`config.mk`:
```
export PLATFORM = sky130hd
export DESIGN_NAME = reservation_station
export DESIGN_NICKNAME = d
export VERILOG_FILES = /design/src/rtl/core_pkg.sv /design/src/rtl/isa_pkg.sv /design/src/rtl/reservation_station.sv
export SDC_FILE = /design/constraint.sdc
export NUM_CORES = 1
export LEC_CHECK = 0
export BUFFER_PORTS_ARGS = -buffer_cell sky130_fd_sc_hd__buf_2
export CAP_MARGIN = 10
export CORE_ASPECT_RATIO = 1.25
export CORE_MARGIN = 2
export CORE_UTILIZATION = 40
export DETAILED_ROUTE_END_ITERATION = 12
export MAX_ROUTING_LAYER = met4
export PLACE_DENSITY = 0.67
export SETUP_SLACK_MARGIN = 0.2
export SLEW_MARGIN = 25
export SYNTH_ARGS = -nofsm -noshare
export SYNTH_HDL_FRONTEND = slang
export SYNTH_SLANG_ARGS = --single-unit
```
`constraint.sdc`:
```
create_clock -name clk -period 9.3 [get_ports clk]
set_input_delay 1.86 -clock clk [delete_from_list [all_inputs] [get_ports clk]]
set_output_delay 1.86 -clock clk [all_outputs]
set_load 0.1 [all_outputs]
```
`src/rtl/core_pkg.sv`:
```
package core_pkg;

    localparam int NUM_LOGICAL = 32;

    // sizes used by ooo_core unless overridden
    localparam int DEF_NUM_PHYS  = 64;
    localparam int DEF_ROB_DEPTH = 8;
    localparam int DEF_RS_DEPTH  = 4;

endpackage

```
`src/rtl/isa_pkg.sv`:
```
package isa_pkg;

    localparam int XLEN       = 32;
    localparam int REG_ADDR_W = 5;

    // major opcodes that the core decodes
    typedef enum logic [6:0] {
        OPC_OP     = 7'b0110011,
        OPC_OP_IMM = 7'b0010011,
        OPC_LUI    = 7'b0110111
    } opcode_e;

    typedef enum logic [3:0] {
        ALU_ADD    = 4'd0,
        ALU_SUB    = 4'd1,
        ALU_SLL    = 4'd2,
        ALU_SLT    = 4'd3,
        ALU_SLTU   = 4'd4,
        ALU_XOR    = 4'd5,
        ALU_SRL    = 4'd6,
        ALU_SRA    = 4'd7,
        ALU_OR     = 4'd8,
        ALU_AND    = 4'd9,
        ALU_PASS_B = 4'd10  // lui
    } alu_op_e;

endpackage

```
`src/rtl/reservation_station.sv`:
```
module reservation_station #(
    parameter int  RS_DEPTH  = core_pkg::DEF_RS_DEPTH,
    parameter int  NUM_PHYS  = core_pkg::DEF_NUM_PHYS,
    parameter int  ROB_DEPTH = core_pkg::DEF_ROB_DEPTH,
    localparam int TAG_W     = $clog2(NUM_PHYS),
    localparam int ROB_W     = $clog2(ROB_DEPTH)
) (
    input  logic                     clk,
    input  logic                     rst_n,
    input  logic                     disp_valid,
    input  isa_pkg::alu_op_e         alu_op,
    input  logic                     use_imm,
    input  logic [isa_pkg::XLEN-1:0] imm,
    input  logic [TAG_W-1:0]         src1_tag,
    input  logic [TAG_W-1:0]         src2_tag,
    input  logic [isa_pkg::XLEN-1:0] src1_data,
    input  logic [isa_pkg::XLEN-1:0] src2_data,
    input  logic                     src1_ready,
    input  logic                     src2_ready,
    input  logic [TAG_W-1:0]         dst_tag,
    input  logic [ROB_W-1:0]         rob_idx,
    input  logic                     wb_valid,
    input  logic [TAG_W-1:0]         wb_tag,
    input  logic [isa_pkg::XLEN-1:0] wb_value,
    output logic                     rs_full,
    output logic                     issue_valid,
    output isa_pkg::alu_op_e         issue_op,
    output logic [isa_pkg::XLEN-1:0] issue_a,
    output logic [isa_pkg::XLEN-1:0] issue_b,
    output logic [TAG_W-1:0]         issue_tag,
    output logic [ROB_W-1:0]         issue_rob_idx
);
    import isa_pkg::*;

    localparam int IDX_W = $clog2(RS_DEPTH);

    logic [RS_DEPTH-1:0] ent_valid;
    logic [RS_DEPTH-1:0] rdy1;
    logic [RS_DEPTH-1:0] rdy2;
    logic [RS_DEPTH-1:0] ent_imm_sel;
    alu_op_e             ent_op   [RS_DEPTH];
    logic [XLEN-1:0]     ent_imm  [RS_DEPTH];
    logic [TAG_W-1:0]    tag1     [RS_DEPTH];
    logic [TAG_W-1:0]    tag2     [RS_DEPTH];
    logic [XLEN-1:0]     val1     [RS_DEPTH];
    logic [XLEN-1:0]     val2     [RS_DEPTH];
    logic [TAG_W-1:0]    ent_dst  [RS_DEPTH];
    logic [ROB_W-1:0]    ent_rob  [RS_DEPTH];
    logic [IDX_W-1:0]    issue_sel;
    logic [IDX_W-1:0]    free_sel;
    logic                byp1;
    logic                byp2;

    // bypass for a result broadcast in the dispatch cycle
    // tag 0 is always ready so it never takes the bypass
    assign byp1    = wb_valid && !src1_ready && wb_tag == src1_tag;
    assign byp2    = wb_valid && !src2_ready && wb_tag == src2_tag;
    assign rs_full = &ent_valid;

    always_comb begin
        issue_valid = 1'b0;
        issue_sel   = '0;
        free_sel    = '0;
        for (int i = RS_DEPTH - 1; i >= 0; i--) begin   // lowest index wins
            if (ent_valid[i] && rdy1[i] && rdy2[i]) begin
                issue_valid = 1'b1;
                issue_sel   = IDX_W'(i);
            end
            if (!ent_valid[i])
                free_sel = IDX_W'(i);
        end
    end

    assign issue_op      = ent_op[issue_sel];
    assign issue_a       = val1[issue_sel];
    assign issue_b       = ent_imm_sel[issue_sel] ? ent_imm[issue_sel] : val2[issue_sel];
    assign issue_tag     = ent_dst[issue_sel];
    assign issue_rob_idx = ent_rob[issue_sel];

    always_ff @(posedge clk or negedge rst_n) begin
        if (!rst_n) begin
            ent_valid <= '0;
        end else begin
            for (int i = 0; i < RS_DEPTH; i++) begin   // wakeup
                if (ent_valid[i] && wb_valid && !rdy1[i] && tag1[i] == wb_tag) begin
                    rdy1[i] <= 1'b1;
                    val1[i] <= wb_value;
                end
                if (ent_valid[i] && wb_valid && !rdy2[i] && tag2[i] == wb_tag) begin
                    rdy2[i] <= 1'b1;
                    val2[i] <= wb_value;
                end
            end
            if (issue_valid)
                ent_valid[issue_sel] <= 1'b0;
            if (disp_valid) begin
                ent_valid[free_sel]   <= 1'b1;
                ent_op[free_sel]      <= alu_op;
                ent_imm_sel[free_sel] <= use_imm;
                ent_imm[free_sel]     <= imm;
                tag1[free_sel]        <= src1_tag;
                tag2[free_sel]        <= src2_tag;
                rdy1[free_sel]        <= src1_ready | byp1;
                rdy2[free_sel]        <= src2_ready | byp2;
                val1[free_sel]        <= byp1 ? wb_value : src1_data;
                val2[free_sel]        <= byp2 ? wb_value : src2_data;
                ent_dst[free_sel]     <= dst_tag;
                ent_rob[free_sel]     <= rob_idx;
            end
        end
    end

    // an issued operand's result is never still on its way
    a_issue_ready: assert property (@(posedge clk) disable iff (!rst_n)
        (issue_valid && wb_valid && wb_tag != '0) |->
            (wb_tag != tag1[issue_sel] && wb_tag != tag2[issue_sel]));

endmodule

```
Word level (Yosys, flattened, before mapping)
Memories as Yosys holds them, arrays and structs flattened.
Index checks and enable logic that the tools add are counted.
Widths: inputs -> output; s select.
{ "word_totals": {"mem_count": 8, "reg_bits": 16, "latchBits": 0, "mem_bits_ro": 0, "mem_bits_rw": 484} }
{ "classes": {"div_mod_pow": 0, "n_reduce_logical": 55, "n_shift": 0, "bitwise": 5, "multipliers": 0, "mux": 54, "n_addsub": 0, "eq_ne": 10, "magnitude_cmp": 4} }
{ "mem_list": {"columns": ["name", "words", "width", "read_ports", "rd_ports_with_merged_regs", "write_ports", "line", "source"], "rows": [
  ["ent_imm", 4, 32, 1, 0, 1, "reservation_station.sv:42", "logic [XLEN-1:0] ent_imm [RS_DEPTH];"],
  ["val1", 4, 32, 1, 0, 5, "reservation_station.sv:45", "logic [XLEN-1:0] val1 [RS_DEPTH];"],
  ["val2", 4, 32, 1, 0, 5, "reservation_station.sv:46", "logic [XLEN-1:0] val2 [RS_DEPTH];"],
  ["ent_dst", 4, 6, 1, 0, 1, "reservation_station.sv:47", "logic [TAG_W-1:0] ent_dst [RS_DEPTH];"],
  ["tag1", 4, 6, 4, 0, 1, "reservation_station.sv:43", "logic [TAG_W-1:0] tag1 [RS_DEPTH];"],
  ["tag2", 4, 6, 4, 0, 1, "reservation_station.sv:44", "logic [TAG_W-1:0] tag2 [RS_DEPTH];"],
  ["2 more memories", null, null, null, null, null, null, null]
]} }
{ "ops": {"columns": ["operator", "n"], "rows": [
  ["$mux 32", 3],
  ["$eq 6x6->1", 10],
  ["$logic_and 1x1->1", 43],
  ["$mux 1", 33],
  ["$mux 2", 8],
  ["$mux 4", 4],
  ["$bwmux 4", 3],
  ["$logic_not 1->1", 10],
  ["$lt 2x3->1 const B", 2],
  ["$and 4x4->4", 1],
  ["$demux 1 s2", 2],
  ["$ge 2x1->1 const B", 2],
  ["$not 4->4", 1],
  ["$or 4x4->4", 1],
  ["$reduce_and 4->1", 1],
  ["$bmux 1 s2", 1],
  ["$or 1x1->1", 2],
  ["$reduce_and 2->1", 1]
]} }

Depth between registers and ports, before layout
{ "depth": {"ltp_word": 15, "mapped_depth": 9, "mapped_depth_nobuf": 5} }

Least setup slack after synthesis
Ideal clock, no wire load.
{ "synth_path": {"path_type": "reg2out", "start": "reg rdy2[0]", "end": "out issue_b[10] in the netlist's numbering", "setup_slack_ns": 4.239, "required_ns": 7.440, "stages_incl_launch_ff": 9, "arrival_time_ns": 3.201, "path_cell_list": "edfxtp_1 -> and3_1 -> buf_2 -> a31o_1 -> a221oi_2 -> buf_6 -> buf_6 -> mux2i_1 -> o221ai_1"} }
{ "synth_via": {"elab_chain_len": 5, "elab_cells_between_ends": 7} }
{ "synth_rtl": {"columns": ["element", "line", "source"], "rows": [
  ["start: declaration", "reservation_station.sv:39", "logic [RS_DEPTH-1:0] rdy2;"],
  ["start signal: indexed assignment", "reservation_station.sv:104", "rdy2[free_sel] <= src2_ready | byp2;"],
  ["$logic_and 1x1->1 *", "reservation_station.sv:65", "if (ent_valid[i] && rdy1[i] && rdy2[i]) begin"],
  ["$mux 2 *", "reservation_station.sv:65", null],
  ["$bmux 1 s2", "reservation_station.sv:76", "assign issue_b = ent_imm_sel[issue_sel] ? ent_imm[issue_sel] : val2[issue_sel];"],
  ["$mux 1 (implied by the code)", "reservation_station.sv:76", null],
  ["$mux 32 *", "reservation_station.sv:76", null],
  ["end: declaration", "reservation_station.sv:29", "output logic [isa_pkg::XLEN-1:0] issue_b,"]
]} }
Mark *: on every way between the ends. The rest lies on a longest branch, timed or not. The select of a mux whose other input is x is not followed.

Worst setup path in the final report
{ "layout_path": {"start": "reg ent_valid[0]", "end": "out issue_b[8] in the netlist's numbering"} }
{ "layout_via": {"elab_chain_len": 6, "elab_cells_between_ends": 8} }
{ "layout_rtl": {"columns": ["element", "line", "source"], "rows": [
  ["start: declaration", "reservation_station.sv:37", "logic [RS_DEPTH-1:0] ent_valid;"],
  ["start signal: assignment", "reservation_station.sv:82", "ent_valid <= '0;"],
  ["start signal: indexed assignment", "reservation_station.sv:95", "ent_valid[issue_sel] <= 1'b0;"],
  ["start signal: indexed assignment", "reservation_station.sv:97", "ent_valid[free_sel] <= 1'b1;"],
  ["$logic_and 1x1->1 * (2 in series)", "reservation_station.sv:65", null],
  ["$mux 2 *", "reservation_station.sv:65", null],
  ["$bmux 1 s2", "reservation_station.sv:76", null],
  ["$mux 1 (implied by the code)", "reservation_station.sv:76", null],
  ["$mux 32 *", "reservation_station.sv:76", null]
]} }
Marks and branches as above.

==> results.json <==
{
  "status": "complete, no violations",
  "gp_congestion": 0.840,
  "hold_viol": 0,
  "post_synth.cell_area_avg_um2": 16.7,
  "drt_iter0_drc": 1621,
  "syn_area_mm2": 0.0218,
  "grt_max_degree": 74,
  "root_buffer": "clkbuf_16",
  "pre_cts_slack_ns": 3.87,
  "ios": 245,
  "area_growth_pct": 16.3,
  "vias": 13200,
  "die_w_um": 213,
  "maxSlewViolCount": 0,
  "start_util_pct": 40.4,
  "relSlewSlack_pct": 30.6,
  "critPathKind": "flip-flop to output port",
  "placementRows": 95,
  "power_density_mw_per_mm2": 320,
  "dieArea_mm2": 0.0563,
  "io_buffers": 244,
  "fp.coreArea_mm2": 0.0538,
  "maxCapViolations": 0,
  "cp-end-kind": "output port",
  "via_per_inst": 5.72,
  "yosysWarnings": 0,
  "clock_latency_ns": 0.57,
  "rrSetupSlack_ns": 6.24,
  "ys_types": 52,
  "arrival_ns": 4.21,
  "synth_edf_count": 496,
  "endpoint": "issue_b[8]",
  "grt.busiest_layer": "met2",
  "wl_per_cell_um": 26.1,
  "total_power_uw": 8100,
  "grt_pass1_wl_um": 88700,
  "synth-main-ff-cell": "edfxtp_1",
  "hold_class": "flip-flop to flip-flop",
  "grt_pass1_vias": 13700,
  "ys_seq_area_share_pct": 68.9,
  "syn_nets": 1471,
  "clk_pin_slew_ns": 0.06,
  "tightest_slew_ns": 1.04,
  "drtPass1Iterations": 6,
  "worstReg2RegEnd": "ent_imm[3][13]",
  "rsz0062_at_grt": "false",
  "fin_tns_setup_ns": 0,
  "post_cts_resized": 0,
  "grt_use_met1_pct": 27.4,
  "yosysTopAreaCell": "edfxtp_1",
  "fmax_ghz": 0.165,
  "ys_ff_latch": 500,
  "critPathLaunchType": "flip-flop",
  "reg2reg_depth": 5,
  "clk_path_buf_depth": 3,
  "finalSetupViolCount": 0,
  "cts_sinks": 500,
  "cts_buffers": 48,
  "drive_above_1_share_pct": 41.1,
  "met3_usage_pct": 5.33,
  "cts_tree": "done",
  "grt_overflow": 0,
  "stdcell_area_mm2": 0.0253,
  "netlist_instances": 1305,
  "cts_setup_buffers": 0,
  "finalCriticalPeriod_ns": 6.07,
  "startpoint": "ent_valid[0]",
  "route.detailed.drc": 0,
  "period_share_pct": 65.3,
  "required_ns": 7.44,
  "grt_util_met2_pct": 35.2,
  "cts_hold_buffers": 0,
  "nets": 1699,
  "yosysMostFrequentCell": "edfxtp_1",
  "yosys-top-cells-area": "edfxtp_1 68%, mux2_2 13%, a222oi_1 5.0%, nand2_1 1.7%, mux2i_1 1.5%",
  "peakVddDrop_mv": 0.222,
  "ant_nets": 0,
  "antenna_found_initial": 22,
  "async_reset_ff_share_pct": 0.800,
  "p_leak_uw": 0.00878,
  "place_hpwl_um": 37000,
  "dpl_cell_area_mm2": 0.0237,
  "ctsHtreeMaxLevel": 2,
  "synth_common_cells": "496 x edfxtp_1, 249 x mux2_2, 109 x a222oi_1",
  "drt-total-wl_um": 60500,
  "die_h_um": 265,
  "synth_top_area_share_pct": 68.4,
  "worst_slack_ns": 3.23,
  "track_usage_pct": 21.9,
  "finClkSkew_ns": 0.0239,
  "rr_startpoint": "ent_valid[1]",
  "path_max_fanout": 60,
  "worstHoldStart": "ent_valid[3]"
}
-- worst max-delay path, cell delays in order, from the launching register on --
cell	delay, ns
dfrtp_1	0.46
and3_1	0.46
a31o_4	0.68
buf_4	0.78
a222oi_1	0.22
or2_2	0.34
o221ai_1	0.13
buf_2	0.51
-- cell families after synthesis --
| logic type | after synthesis | share of synthesized area (%) |
|---|---|---|
| flops | 500 | 68.9 |
| mux | 289 | 14.8 |
| simple gates | 196 | 4.50 |
| buf+inv | 95 | 2.27 |
| xor+xnor | 60 | 2.41 |
| compound gates | 165 | 7.20 |
-- how the worst min path moves through the flow --
stage / end / slack [ns] / cells past startpoint
2_1_floorplan: ent_valid[3] / 0.56 / 1
3_3_place_gp: ent_valid[0] / 0.59 / 1
3_5_place_dp: ent_valid[0] / 0.61 / 1
4_1_cts: ent_valid[3] / 0.62 / 1
5_1_grt: ent_valid[0] / 0.66 / 1
6_report: ent_valid[3] / 0.62 / 1
-- per-layer routing --
layer	part of all wire, %	vias up
li1	-	5820
met1	41	6788
met2	49	543
met3	8.1	93
met4	2.4	0
met5	0	-
-- metrics by stage --
| stage | utilization (%) | std cells | hold WS [ns] |
|---|---|---|---|
| 6_report | 47.0 | 2316 | 0.624 |
| 5_1_grt | 47.0 | 2314 | 0.660 |
| 4_1_cts | 46.9 | 2293 | 0.623 |
| 3_5_place_dp | 44.1 | 2210 | 0.610 |
| 3_3_place_gp | 44.0 | 2209 | 0.588 |
| 2_1_floorplan | - | 1305 | 0.565 |
-- report_power, final --
| part | leakage [uW] | total (uW) | internal, uW | switching, uW |
|---|---|---|---|---|
| Clock | 0.000747 | 1950 | 1120 | 827 |
| Sequential | 0.00456 | 2840 | 2760 | 75.7 |
| Combinational | 0.00347 | 3310 | 678 | 2630 |
-- final cells by class --
type | count | area, um^2
multi-input combinational | 710 | 6410
inverter | 6 | 22.5
fill | 4606 | 28500
clock inverter | 11 | 170
sequential | 500 | 15000
clock buffer | 72 | 1360
tap | 727 | 910
timing repair buffer | 267 | 1390
antenna | 23 | 57.6
-- state kept, by name, indices dropped and copies added, names as in the netlist --
name         count
ent_imm        128
val1           128
val2           128
ent_dst         24
tag1            24
tag2            24
ent_op          16
ent_rob         12
ent_imm_sel      4
ent_valid        4
rdy1             4
rdy2             4
-- cells in the final DEF, fill, tap and decap left out, drive strengths merged, types with 9 or more instances in the layout --
cell type	Yosys	routed
o221ai	32	32
nand3	9	9
diode	0	23
nor4	10	10
nor2	14	14
xnor2	30	30
mux2i	33	33
edfxtp	496	496
xor2	30	30
nand2	101	101
mux2	256	256
buf	55	267
a222oi	109	109
clkbuf	34	72
or2	32	32
(Power assumes the default switching activity.)
