File: src/rtl/core_pkg.sv
package core_pkg;

    localparam int NUM_LOGICAL = 32;

    // sizes used by ooo_core unless overridden
    localparam int DEF_NUM_PHYS  = 64;
    localparam int DEF_ROB_DEPTH = 8;
    localparam int DEF_RS_DEPTH  = 4;

endpackage

File: src/rtl/isa_pkg.sv
package isa_pkg;

    localparam int XLEN       = 32;
    localparam int REG_ADDR_W = 5;

    // major opcodes that the core decodes
    typedef enum logic [6:0] {
        OPC_OP     = 7'b0110011,
        OPC_OP_IMM = 7'b0010011,
        OPC_LUI    = 7'b0110111
    } opcode_e;

    typedef enum logic [3:0] {
        ALU_ADD    = 4'd0,
        ALU_SUB    = 4'd1,
        ALU_SLL    = 4'd2,
        ALU_SLT    = 4'd3,
        ALU_SLTU   = 4'd4,
        ALU_XOR    = 4'd5,
        ALU_SRL    = 4'd6,
        ALU_SRA    = 4'd7,
        ALU_OR     = 4'd8,
        ALU_AND    = 4'd9,
        ALU_PASS_B = 4'd10  // lui
    } alu_op_e;

endpackage

File: src/rtl/reorder_buffer.sv
module reorder_buffer #(
    parameter int  ROB_DEPTH = core_pkg::DEF_ROB_DEPTH,
    parameter int  NUM_PHYS  = core_pkg::DEF_NUM_PHYS,
    localparam int TAG_W     = $clog2(NUM_PHYS),
    localparam int IDX_W     = $clog2(ROB_DEPTH)
) (
    input  logic                           clk,
    input  logic                           rst_n,
    input  logic                           alloc_valid,
    input  logic [isa_pkg::REG_ADDR_W-1:0] alloc_rd,
    input  logic [TAG_W-1:0]               alloc_old_tag,
    input  logic                           wb_valid,
    input  logic [IDX_W-1:0]               wb_rob_idx,
    input  logic [isa_pkg::XLEN-1:0]       wb_value,
    output logic                           rob_full,
    output logic [IDX_W-1:0]               tail_idx,
    output logic                           commit_valid,
    output logic [isa_pkg::REG_ADDR_W-1:0] commit_rd,
    output logic [isa_pkg::XLEN-1:0]       commit_value,
    output logic                           free_valid,
    output logic [TAG_W-1:0]               free_tag
);
    import isa_pkg::*;

    logic [REG_ADDR_W-1:0] ent_rd  [ROB_DEPTH];
    logic [TAG_W-1:0]      ent_old [ROB_DEPTH];
    logic [XLEN-1:0]       ent_val [ROB_DEPTH];
    logic [ROB_DEPTH-1:0]  ent_done;
    logic [IDX_W-1:0]      head;
    logic [IDX_W-1:0]      tail;
    logic [IDX_W:0]        count;
    logic                  retire;

    assign rob_full = count == (IDX_W+1)'(ROB_DEPTH);
    assign tail_idx = tail;
    assign retire   = (count != '0) && ent_done[head];

    always_ff @(posedge clk or negedge rst_n) begin
        if (!rst_n) begin
            head         <= '0;
            tail         <= '0;
            count        <= '0;
            ent_done     <= '0;
            commit_valid <= 1'b0;
            free_valid   <= 1'b0;
        end else begin
            if (alloc_valid) begin
                ent_done[tail] <= 1'b0;
                tail <= tail + 1'b1;
            end
            if (wb_valid)
                ent_done[wb_rob_idx] <= 1'b1;
            if (retire)
                head <= head + 1'b1;
            count        <= count + (IDX_W+1)'(alloc_valid) - (IDX_W+1)'(retire);
            commit_valid <= retire;
            free_valid   <= retire && ent_rd[head] != '0;   // x0 owns no tag
        end
    end

    always_ff @(posedge clk) begin
        if (alloc_valid) begin
            ent_rd[tail]  <= alloc_rd;
            ent_old[tail] <= alloc_old_tag;
        end
        if (wb_valid)
            ent_val[wb_rob_idx] <= wb_value;
        commit_rd    <= ent_rd[head];
        commit_value <= ent_val[head];
        free_tag     <= ent_old[head];
    end

    // head and tail only meet on a retire when the buffer is full
    a_no_empty_commit: assert property (@(posedge clk) disable iff (!rst_n)
        retire |-> (head != tail || rob_full));

endmodule

File: config.mk
export PLATFORM = sky130hd
export DESIGN_NAME = reorder_buffer
export DESIGN_NICKNAME = d
export VERILOG_FILES = /design/src/rtl/core_pkg.sv /design/src/rtl/isa_pkg.sv /design/src/rtl/reorder_buffer.sv
export SDC_FILE = /design/constraint.sdc
export NUM_CORES = 1
export LEC_CHECK = 0
export ABC_AREA = 0
export BUFFER_PORTS_ARGS = -buffer_cell sky130_fd_sc_hd__buf_4
export CORE_MARGIN = 4
export CORE_UTILIZATION = 50
export CTS_BUF_LIST = sky130_fd_sc_hd__clkbuf_16
export CTS_CLUSTER_DIAMETER = 80
export DETAILED_ROUTE_END_ITERATION = 10
export MAX_ROUTING_LAYER = met4
export PLACE_DENSITY = 0.71
export SETUP_SLACK_MARGIN = 0.1
export SYNTH_ARGS = -nofsm -noshare
export SYNTH_HDL_FRONTEND = slang
export SYNTH_SLANG_ARGS = --single-unit
File: constraint.sdc
create_clock -name clk -period 2.8 [get_ports clk]
set_input_delay 0.14 -clock clk [delete_from_list [all_inputs] [get_ports clk]]
set_output_delay 0.14 -clock clk [all_outputs]
set_load 0.03 [all_outputs]
; Word level (Yosys, flattened, before mapping)
; Memory sizes are Yosys's and may differ from the RTL's. A register that Yosys moved wholly into a read port is not among the register bits.
; Index checks and enable logic that the tools add are counted.
[classes]
n_addsub = 4
magnitude_cmp = 5
n_eq_ne = 1
mux = 12
bitwise_logic = 3
reduce_logical = 6
[op_table]
columns = operator, n
row1 = $mux 8, 2
row2 = $lt 3x4->1 const B, 3
row3 = $and 8x8->8, 1
row4 = $not 8->8, 1
row5 = $or 8x8->8, 1
row6 = $mux 1, 7
row7 = $add 3x1->3 const B, 2
row8 = $demux 1 s3, 2
row9 = $ge 3x1->1 const B, 2
row10 = $reduce_bool 5->1, 1
row11 = $add 4x1->4, 1
row12 = $eq 4x4->1 const B, 1
row13 = $logic_and 1x1->1, 4
row14 = $reduce_bool 4->1, 1
row15 = $sub 4x1->4, 1
row16 = $bmux 1 s3, 1
[word_totals]
reg_bits = 25
ram_bits = 344
in_bits = 50
output_inout_bits = 49
word_cells = 41
memories = 3
[mem_list]
columns = memory, words, word_bits, read_ports, rd_clocked_by_memory_dff, write_ports, line_no
row1 = ent_val, 8, 32, 1, 1, 1, reorder_buffer.sv:27  ; logic [XLEN-1:0] ent_val [ROB_DEPTH];
row2 = ent_old, 8, 6, 1, 1, 1, reorder_buffer.sv:26  ; logic [TAG_W-1:0] ent_old [ROB_DEPTH];
row3 = ent_rd, 8, 5, 1, 0, 1, reorder_buffer.sv:25  ; logic [REG_ADDR_W-1:0] ent_rd [ROB_DEPTH];

; Depth between registers and ports, before layout
; Gate-level depths: netlist (run 1).
[depth]
word_depth = 9
depth_mapped = 11
mapped_depth_nobuf = 9

; Least setup slack after synthesis (run 1)
; OpenSTA, ideal clock, no wires.
[synth_timing]
path_kind = input port to flip-flop
from = input port wb_rob_idx[0]
to = memory ent_val[0][0], enable pin
setup_time_ps = 463
arrival_ps = 2603
required_ps = 2337
setup_slack_ps = -266
stages = 2
path_cell_list = nand2b_1 > nor3_1
[synth_rtl]
columns = item, line_no
row1 = start: declaration, reorder_buffer.sv:13  ; input logic [IDX_W-1:0] wb_rob_idx,
row2 = end: declaration, reorder_buffer.sv:27
; No word-level cell before the write port.

; Final worst setup path (run 1)
[layout_timing]
from = register head[0]
to = register count[2]
[layout_via]
elab_chain_cells = 4
[layout_rtl]
columns = item, line_no
row1 = start: declaration, reorder_buffer.sv:29  ; logic [IDX_W-1:0] head;
row2 = start signal: assignment, reorder_buffer.sv:54  ; head <= head + 1'b1;
row3 = $bmux 1 s3, reorder_buffer.sv:36  ; assign retire = (count != '0) && ent_done[head];
row4 = $mux 1 (not written as such), reorder_buffer.sv:36
row5 = $logic_and 1x1->1, reorder_buffer.sv:36
row6 = named net retire, reorder_buffer.sv:32  ; logic retire;
row7 = $sub 4x1->4, reorder_buffer.sv:55  ; count <= count + (IDX_W+1)'(alloc_valid) - (IDX_W+1)'(retire);
row8 = end signal: assignment, reorder_buffer.sv:55
row9 = end: declaration, reorder_buffer.sv:31  ; logic [IDX_W:0] count;
; The timed path passes the listed nets, and every way through them passes these cells. The select of a mux whose other input is x is not followed.
; A chain may end at the register's enable or synchronous reset.

==> results of run 1 <==
-- kinds of logic after synthesis --
kind of cell / count (synthesis)
and+or+nand+nor: 32
buffers and inverters: 33
xor gates and xnor gates: 5
AOI/OAI and AO/OA: 19
adders and majority gates: 9
DFF: 407
muxes: 134
-- registers in the layout, summed over array words and instances, names as in the netlist --
register	flops
commit_rd	5
commit_valid	1
commit_value	32
count	4
ent_done	8
ent_old	48
ent_rd	40
ent_val	256
free_tag	6
free_valid	1
head	3
tail_idx	3
-- power by group --
group          leakage (uW)  internal [uW]  total, uW  switching (uW)
clock network      0.000598           2710       4740            2030
logic               0.00178           2540       5140            2600
registers           0.00372           7430       7850             423
total               0.00609          12700      17700            5050
-- layout by cell type (no fill, tap or decap), types with 2 or more instances in the layout --
cell type,instances
clkinv_1,13
o21ai_0,11
nor3_1,2
nor3_4,2
dfrtp_1,17
xor2_1,4
dlygate4sd3_1,45
edfxtp_1,344
clkbuf_16,39
clkinv_2,3
bufinv_16,2
inv_1,17
nor2_1,7
dfrtp_4,2
ha_1,8
nor2_4,6
mux2_2,45
dfxtp_1,43
buf_12,2
buf_4,123
nand2b_1,7
nand2_1,6
mux4_2,88
a21oi_1,2
-- cells in the mapped netlist (all sizes together) (2+ instances only) --
| master | instances |
|---|---|
| a21oi | 2 |
| buf | 16 |
| clkbuf | 9 |
| dfrtp | 20 |
| dfxtp | 43 |
| edfxtp | 344 |
| ha | 8 |
| inv | 8 |
| mux2 | 45 |
| mux4 | 88 |
| nand2 | 6 |
| nand2b | 7 |
| nor2 | 13 |
| nor3 | 4 |
| o21ai | 11 |
| xor2 | 4 |
-- worst paths after layout --
kind,start,to,slack (ns),cells past startpoint
max,head[0],count[2],0.24,8
min,rst_n,free_valid,0.05,2
max reg2reg,head[0],count[2],0.24,8
min reg2reg,ent_done[4],ent_done[4],0.52,2
max in group asynchronous,rst_n,head[1],2.50,2
min in group clk,wb_rob_idx[2],ent_done[6],0.13,3
-- metrics by stage --
step                      utilization [%]  cells
after detailed placement             55.9   1123
after CTS                            61.4   1237
after global placement               55.9   1123
after floorplan                         -    639
final                                61.4   1238
after global routing                 61.4   1238
-- timing repair --
item | in CTS | in global routing
hold buffers | 45 | 0
hold endpoints to repair | 368 | 0
endpoints found under the setup margin | 0 | 0
-- layer usage --
metal	global-route usage, %	vias to the layer above	part of all wire (%)
li1	-	3000	-
met1	22.9	3518	41
met2	29.1	180	52
met3	3.38	39	5.5
met4	4.18	0	1.8
met5	-	-	0
-- layout make-up --
type | count | area, um^2 | area share [%]
tap | 384 | 480 | 2.70
multi-input combinational | 199 | 2990 | 16.8
timing repair buffer | 170 | 1410 | 7.95
clock inverter | 30 | 183 | 1.03
inverter | 8 | 30.0 | 0.169
sequential | 407 | 11700 | 65.8
antenna | 1 | 2.50 | 0.0141
clock buffer | 39 | 976 | 5.49
==> flow_summary.ini, run 1 <==
[finish]
area_delta_synth_final_pct = 20.4
nets = 884
nFillCells = 1937
final_area_um2 = 17800
drive_above_1_share_pct = 37.0

[sta]
slew_headroom_pct = 54.2
whs_ns = 0.0515
fin_setup_tns_ns = 0
fin_crit_sh_pct = 91.6
setup_ws_ns = 0.236
maxSlewViolCount = 0
rsz0062_at_grt = no
fmax_ghz = 0.390
final_period_minus_worst_setup_slack_ns = 2.56
hold_viol_final = 0
finClkSkew_ns = 0.0109
worst_pin_slew_ns = 0.685
setup_violations = 0

[place]
io_buffer_count = 98
hpwl_mm = 15.7
place_area_um2 = 16200
gp_congestion = 0.749
dp_slack_ns = 0.234

[detailed_routing]
vias_per_cell = 5.44
remaining_drc_errors = 0
wirelength_mm = 27.4
wl_per_cell_um = 22.1
vias = 6737
first_pass_iters = 4
drt_first_iter_violations = 626
ant_nets = 0

[clock_network]
clk_path_buf_depth = 3
numCtsBuffers = 39
cts_tree = yes
post_cts_buffers = 0
clk_pin_slew_ns = 0.06
clock_latency_ns = 0.51
cts_resized = 0
cts.sinks = 407
root_buffer = clkbuf_16
htreeDepth = 2

[worst_setup_path]
cpPeakStageDelay_ns = 0.54
critPathKind = register to register
critPathCaptureType = register
start_kind = register
worst_ep_arrival_time_ns = 2.95
crit_slowest_cell = dfrtp_4
cpLargestDelayFamily = adder cells
required_ns = 3.19
crit_chain = mux4_2 -> mux2i_1 -> a21oi_1 -> ha_1 -> inv_1 -> ha_1 -> fa_1 -> xor2_1
path_max_fanout = 10
crit_buf_inv = 1
crit_path_frequent_cell = ha_1

[synth]
netlist_top_cells_area = edfxtp_1 (70%), mux4_2 (13%), dfxtp_1 (5.8%)
synth_top_family_by_area = multiplexers
async_flop_share_pct = 4.91
synthXorXnorAreaFrac_pct = 0.297
muxShareOfSynthArea_pct = 16.9
synth_nets = 698
synth_edf_count = 344
yosys_warnings = 0
postSynthCellCount = 639
synth_area_um2 = 14800
synthFlopType = edfxtp_1
synthDistinctLibCells = 29
synth_compound_area_share_pct = 0.737
syn_avg_cell_area_um2 = 23.1
synth_simple_gate_area_share_pct = 1.01
synth-adder-area-share_pct = 0.814
synth_seq_cells = 407
synth_top_cell_by_area = edfxtp_1
synth_top_cell_area_share_pct = 70.0
yosysSeqAreaShare_pct = 79.2

[grt]
grt_max_degree = 79
grt_pass1_wl_mm = 42.8
grtUsageTotal_pct = 17.5
grt_pass1_vias = 7264
antenna_found_initial = 1
grt-ovfl-total = 0

[floorplan]
pin_count = 99
die_height_um = 180
rows = 62
die_area_um2 = 32300
start_util_pct = 51.0
die_w_um = 180
core_um2 = 28900

[worst_hold_path]
hold_class = primary input to asynchronous set/reset pin

[run]
drv_cap = 0

[pwr]
totalPowerFinal_uw = 17700
ir_drop_mv = 0.538
p_per_area_nw_per_um2 = 998
p_leak_uw = 0.00609

[status]
status = finished, final reports clean
Power figures use the tool's default switching activity.
==> run 2: changes to the inputs <==
Settings changed: CORE_UTILIZATION 50 to 45, PLACE_DENSITY 0.71 to 0.65.
==> flow_summary.ini, run 2 (synthesis gave the netlist of run 1 again) <==
[status]
status = finished, final reports clean

[place]
hpwl_mm = 16.0
io_buffer_count = 98
gp_congestion = 0.739
dp_cells = 1181

[grt]
grt_pass1_wl_mm = 44.2
grt_max_degree = 49
antenna_found_initial = 2
grtUsageTotal_pct = 16.6
grt-ovfl-total = 0
grt_pass1_vias = 7373

[detailed_routing]
wl_per_cell_um = 21.7
wirelength_mm = 28.2
drt_first_iter_violations = 486
first_pass_iters = 4
vias = 6759
ant_nets = 0
vias_per_cell = 5.19
remaining_drc_errors = 0

[sta]
setup_violations = 0
rsz0062_at_grt = no
fin_crit_sh_pct = 91.2
maxSlewViolCount = 0
fin_setup_tns_ns = 0
worst_pin_slew_ns = 0.935
whs_ns = 0.0362
hold_viol_final = 0
finClkSkew_ns = 0.0205
final_period_minus_worst_setup_slack_ns = 2.55
fmax_ghz = 0.391
slew_headroom_pct = 37.7

[clock_network]
clk_pin_slew_ns = 0.06
clock_latency_ns = 0.52
cts.sinks = 407
numCtsBuffers = 41
root_buffer = clkbuf_16
post_cts_buffers = 0
clk_path_buf_depth = 3
cts_tree = yes
htreeDepth = 2

[floorplan]
die_height_um = 189
start_util_pct = 45.5
core_um2 = 32500
rows = 66
die_w_um = 189
pin_count = 99
die_area_um2 = 35800

[pwr]
p_per_area_nw_per_um2 = 1000
swShare_pct = 28.6
p_int_uw = 12900
clkPwrFrac_pct = 27.8
p_sw_uw = 5160
p_leak_uw = 0.00617
p_seq_share_pct = 43.4
power_frac_comb_pct = 28.8
ir_drop_mv = 0.581

[finish]
largest-register = ent_val
seqCellArea_um2 = 11700
layout.cells.most_common = edfxtp_1
drive_above_1_share_pct = 37.8
largestRegisters = ent_val (256), ent_old (48), ent_rd (40)
nFillCells = 2418
largest_register_ff_count = 256
final_util_pct = 55.3
final_cell_mix = edfxtp_1 (344), buf_4 (122), mux4_2 (88)
fin_cells = 1303
nets = 886
multi_input_area_um2 = 2990
area_delta_synth_final_pct = 21.7

[worst_setup_path]
cpPeakStageDelay_ns = 0.54
critPathKind = register to register
path_max_fanout = 10
crit_chain = mux4_2 -> mux2i_1 -> a21oi_1 -> ha_1 -> inv_1 -> ha_1 -> fa_1 -> xor2_1
critPathCaptureType = register
start_kind = register
crit_path_frequent_cell = ha_1
worst_ep_arrival_time_ns = 2.95
crit_slowest_cell = dfrtp_4
required_ns = 3.19

[worst_hold_path]
hold_class = primary input to asynchronous set/reset pin

[run]
drv_cap = 0
-- run 2: per-layer routing --
| metal | global-route usage [%] | up-vias | wire length (um) | part of all wire, % |
|---|---|---|---|---|
| li1 | - | 3016 | - | - |
| met1 | 22.4 | 3518 | 12000 | 43 |
| met2 | 26.9 | 192 | 14200 | 50 |
| met3 | 3.32 | 33 | 1590 | 5.6 |
| met4 | 3.48 | 0 | 446 | 1.6 |
| met5 | - | - | 0 | 0 |
-- run 2: worst paths after layout --
| path | startpoint | endpoint | slack [ns] | depth (start not counted) |
|---|---|---|---|---|
| max in group asynchronous | rst_n | head[1] | 2.50 | 2 |
| worst min register to register | ent_done[2] | ent_done[2] | 0.53 | 2 |
| min in group clk | wb_rob_idx[2] | ent_done[0] | 0.04 | 3 |
| worst min-delay path | rst_n | head[0] | 0.04 | 2 |
| worst max register to register | head[0] | count[2] | 0.25 | 8 |
| worst max-delay path | head[0] | count[2] | 0.25 | 8 |
-- run 2: per-stage QoR --
step	instance area, um^2	power (uW)	worst slack (ns)
final	18000	18000	0.245
after global routing	18000	19000	0.111
after CTS	18000	18300	0.219
after detailed placement	16200	13200	0.267
after global placement	16200	13000	0.308
after floorplan	14800	11500	0.288
-- run 2: timing repair --
action	CTS	global route
hold endpoints to repair	368	0
hold buffers	45	0
resized for setup	0	0
-- run 2: layout make-up --
class,instances,share of cell area (%)
clock inverter,33,1.16
antenna,2,0.0279
clock buffer,42,5.85
multi-input combinational,199,16.6
tap,442,3.08
sequential,407,65.1
inverter,8,0.167
timing repair buffer,170,7.94
-- run 2: worst max-delay path, delay by kind of cell (launching register included) --
family,cells,cell delay [ns]
XOR/XNOR,1,0.17
multiplexers,2,0.72
buffers and inverters,1,0.04
adder cells (fa/ha/maj),3,0.87
AO/OA/AOI/OAI,1,0.08
flip-flops,1,0.54
-- run 2: power by group through the flow --
stage	Combinational [uW]	Sequential, uW	Clock (uW)
6_report	5180	7820	5020
5_1_grt	5620	7920	5440
3_5_place_dp	5220	7950	0
3_3_place_gp	5080	7930	0
2_1_floorplan	3010	8500	0
4_1_cts	5310	7840	5140
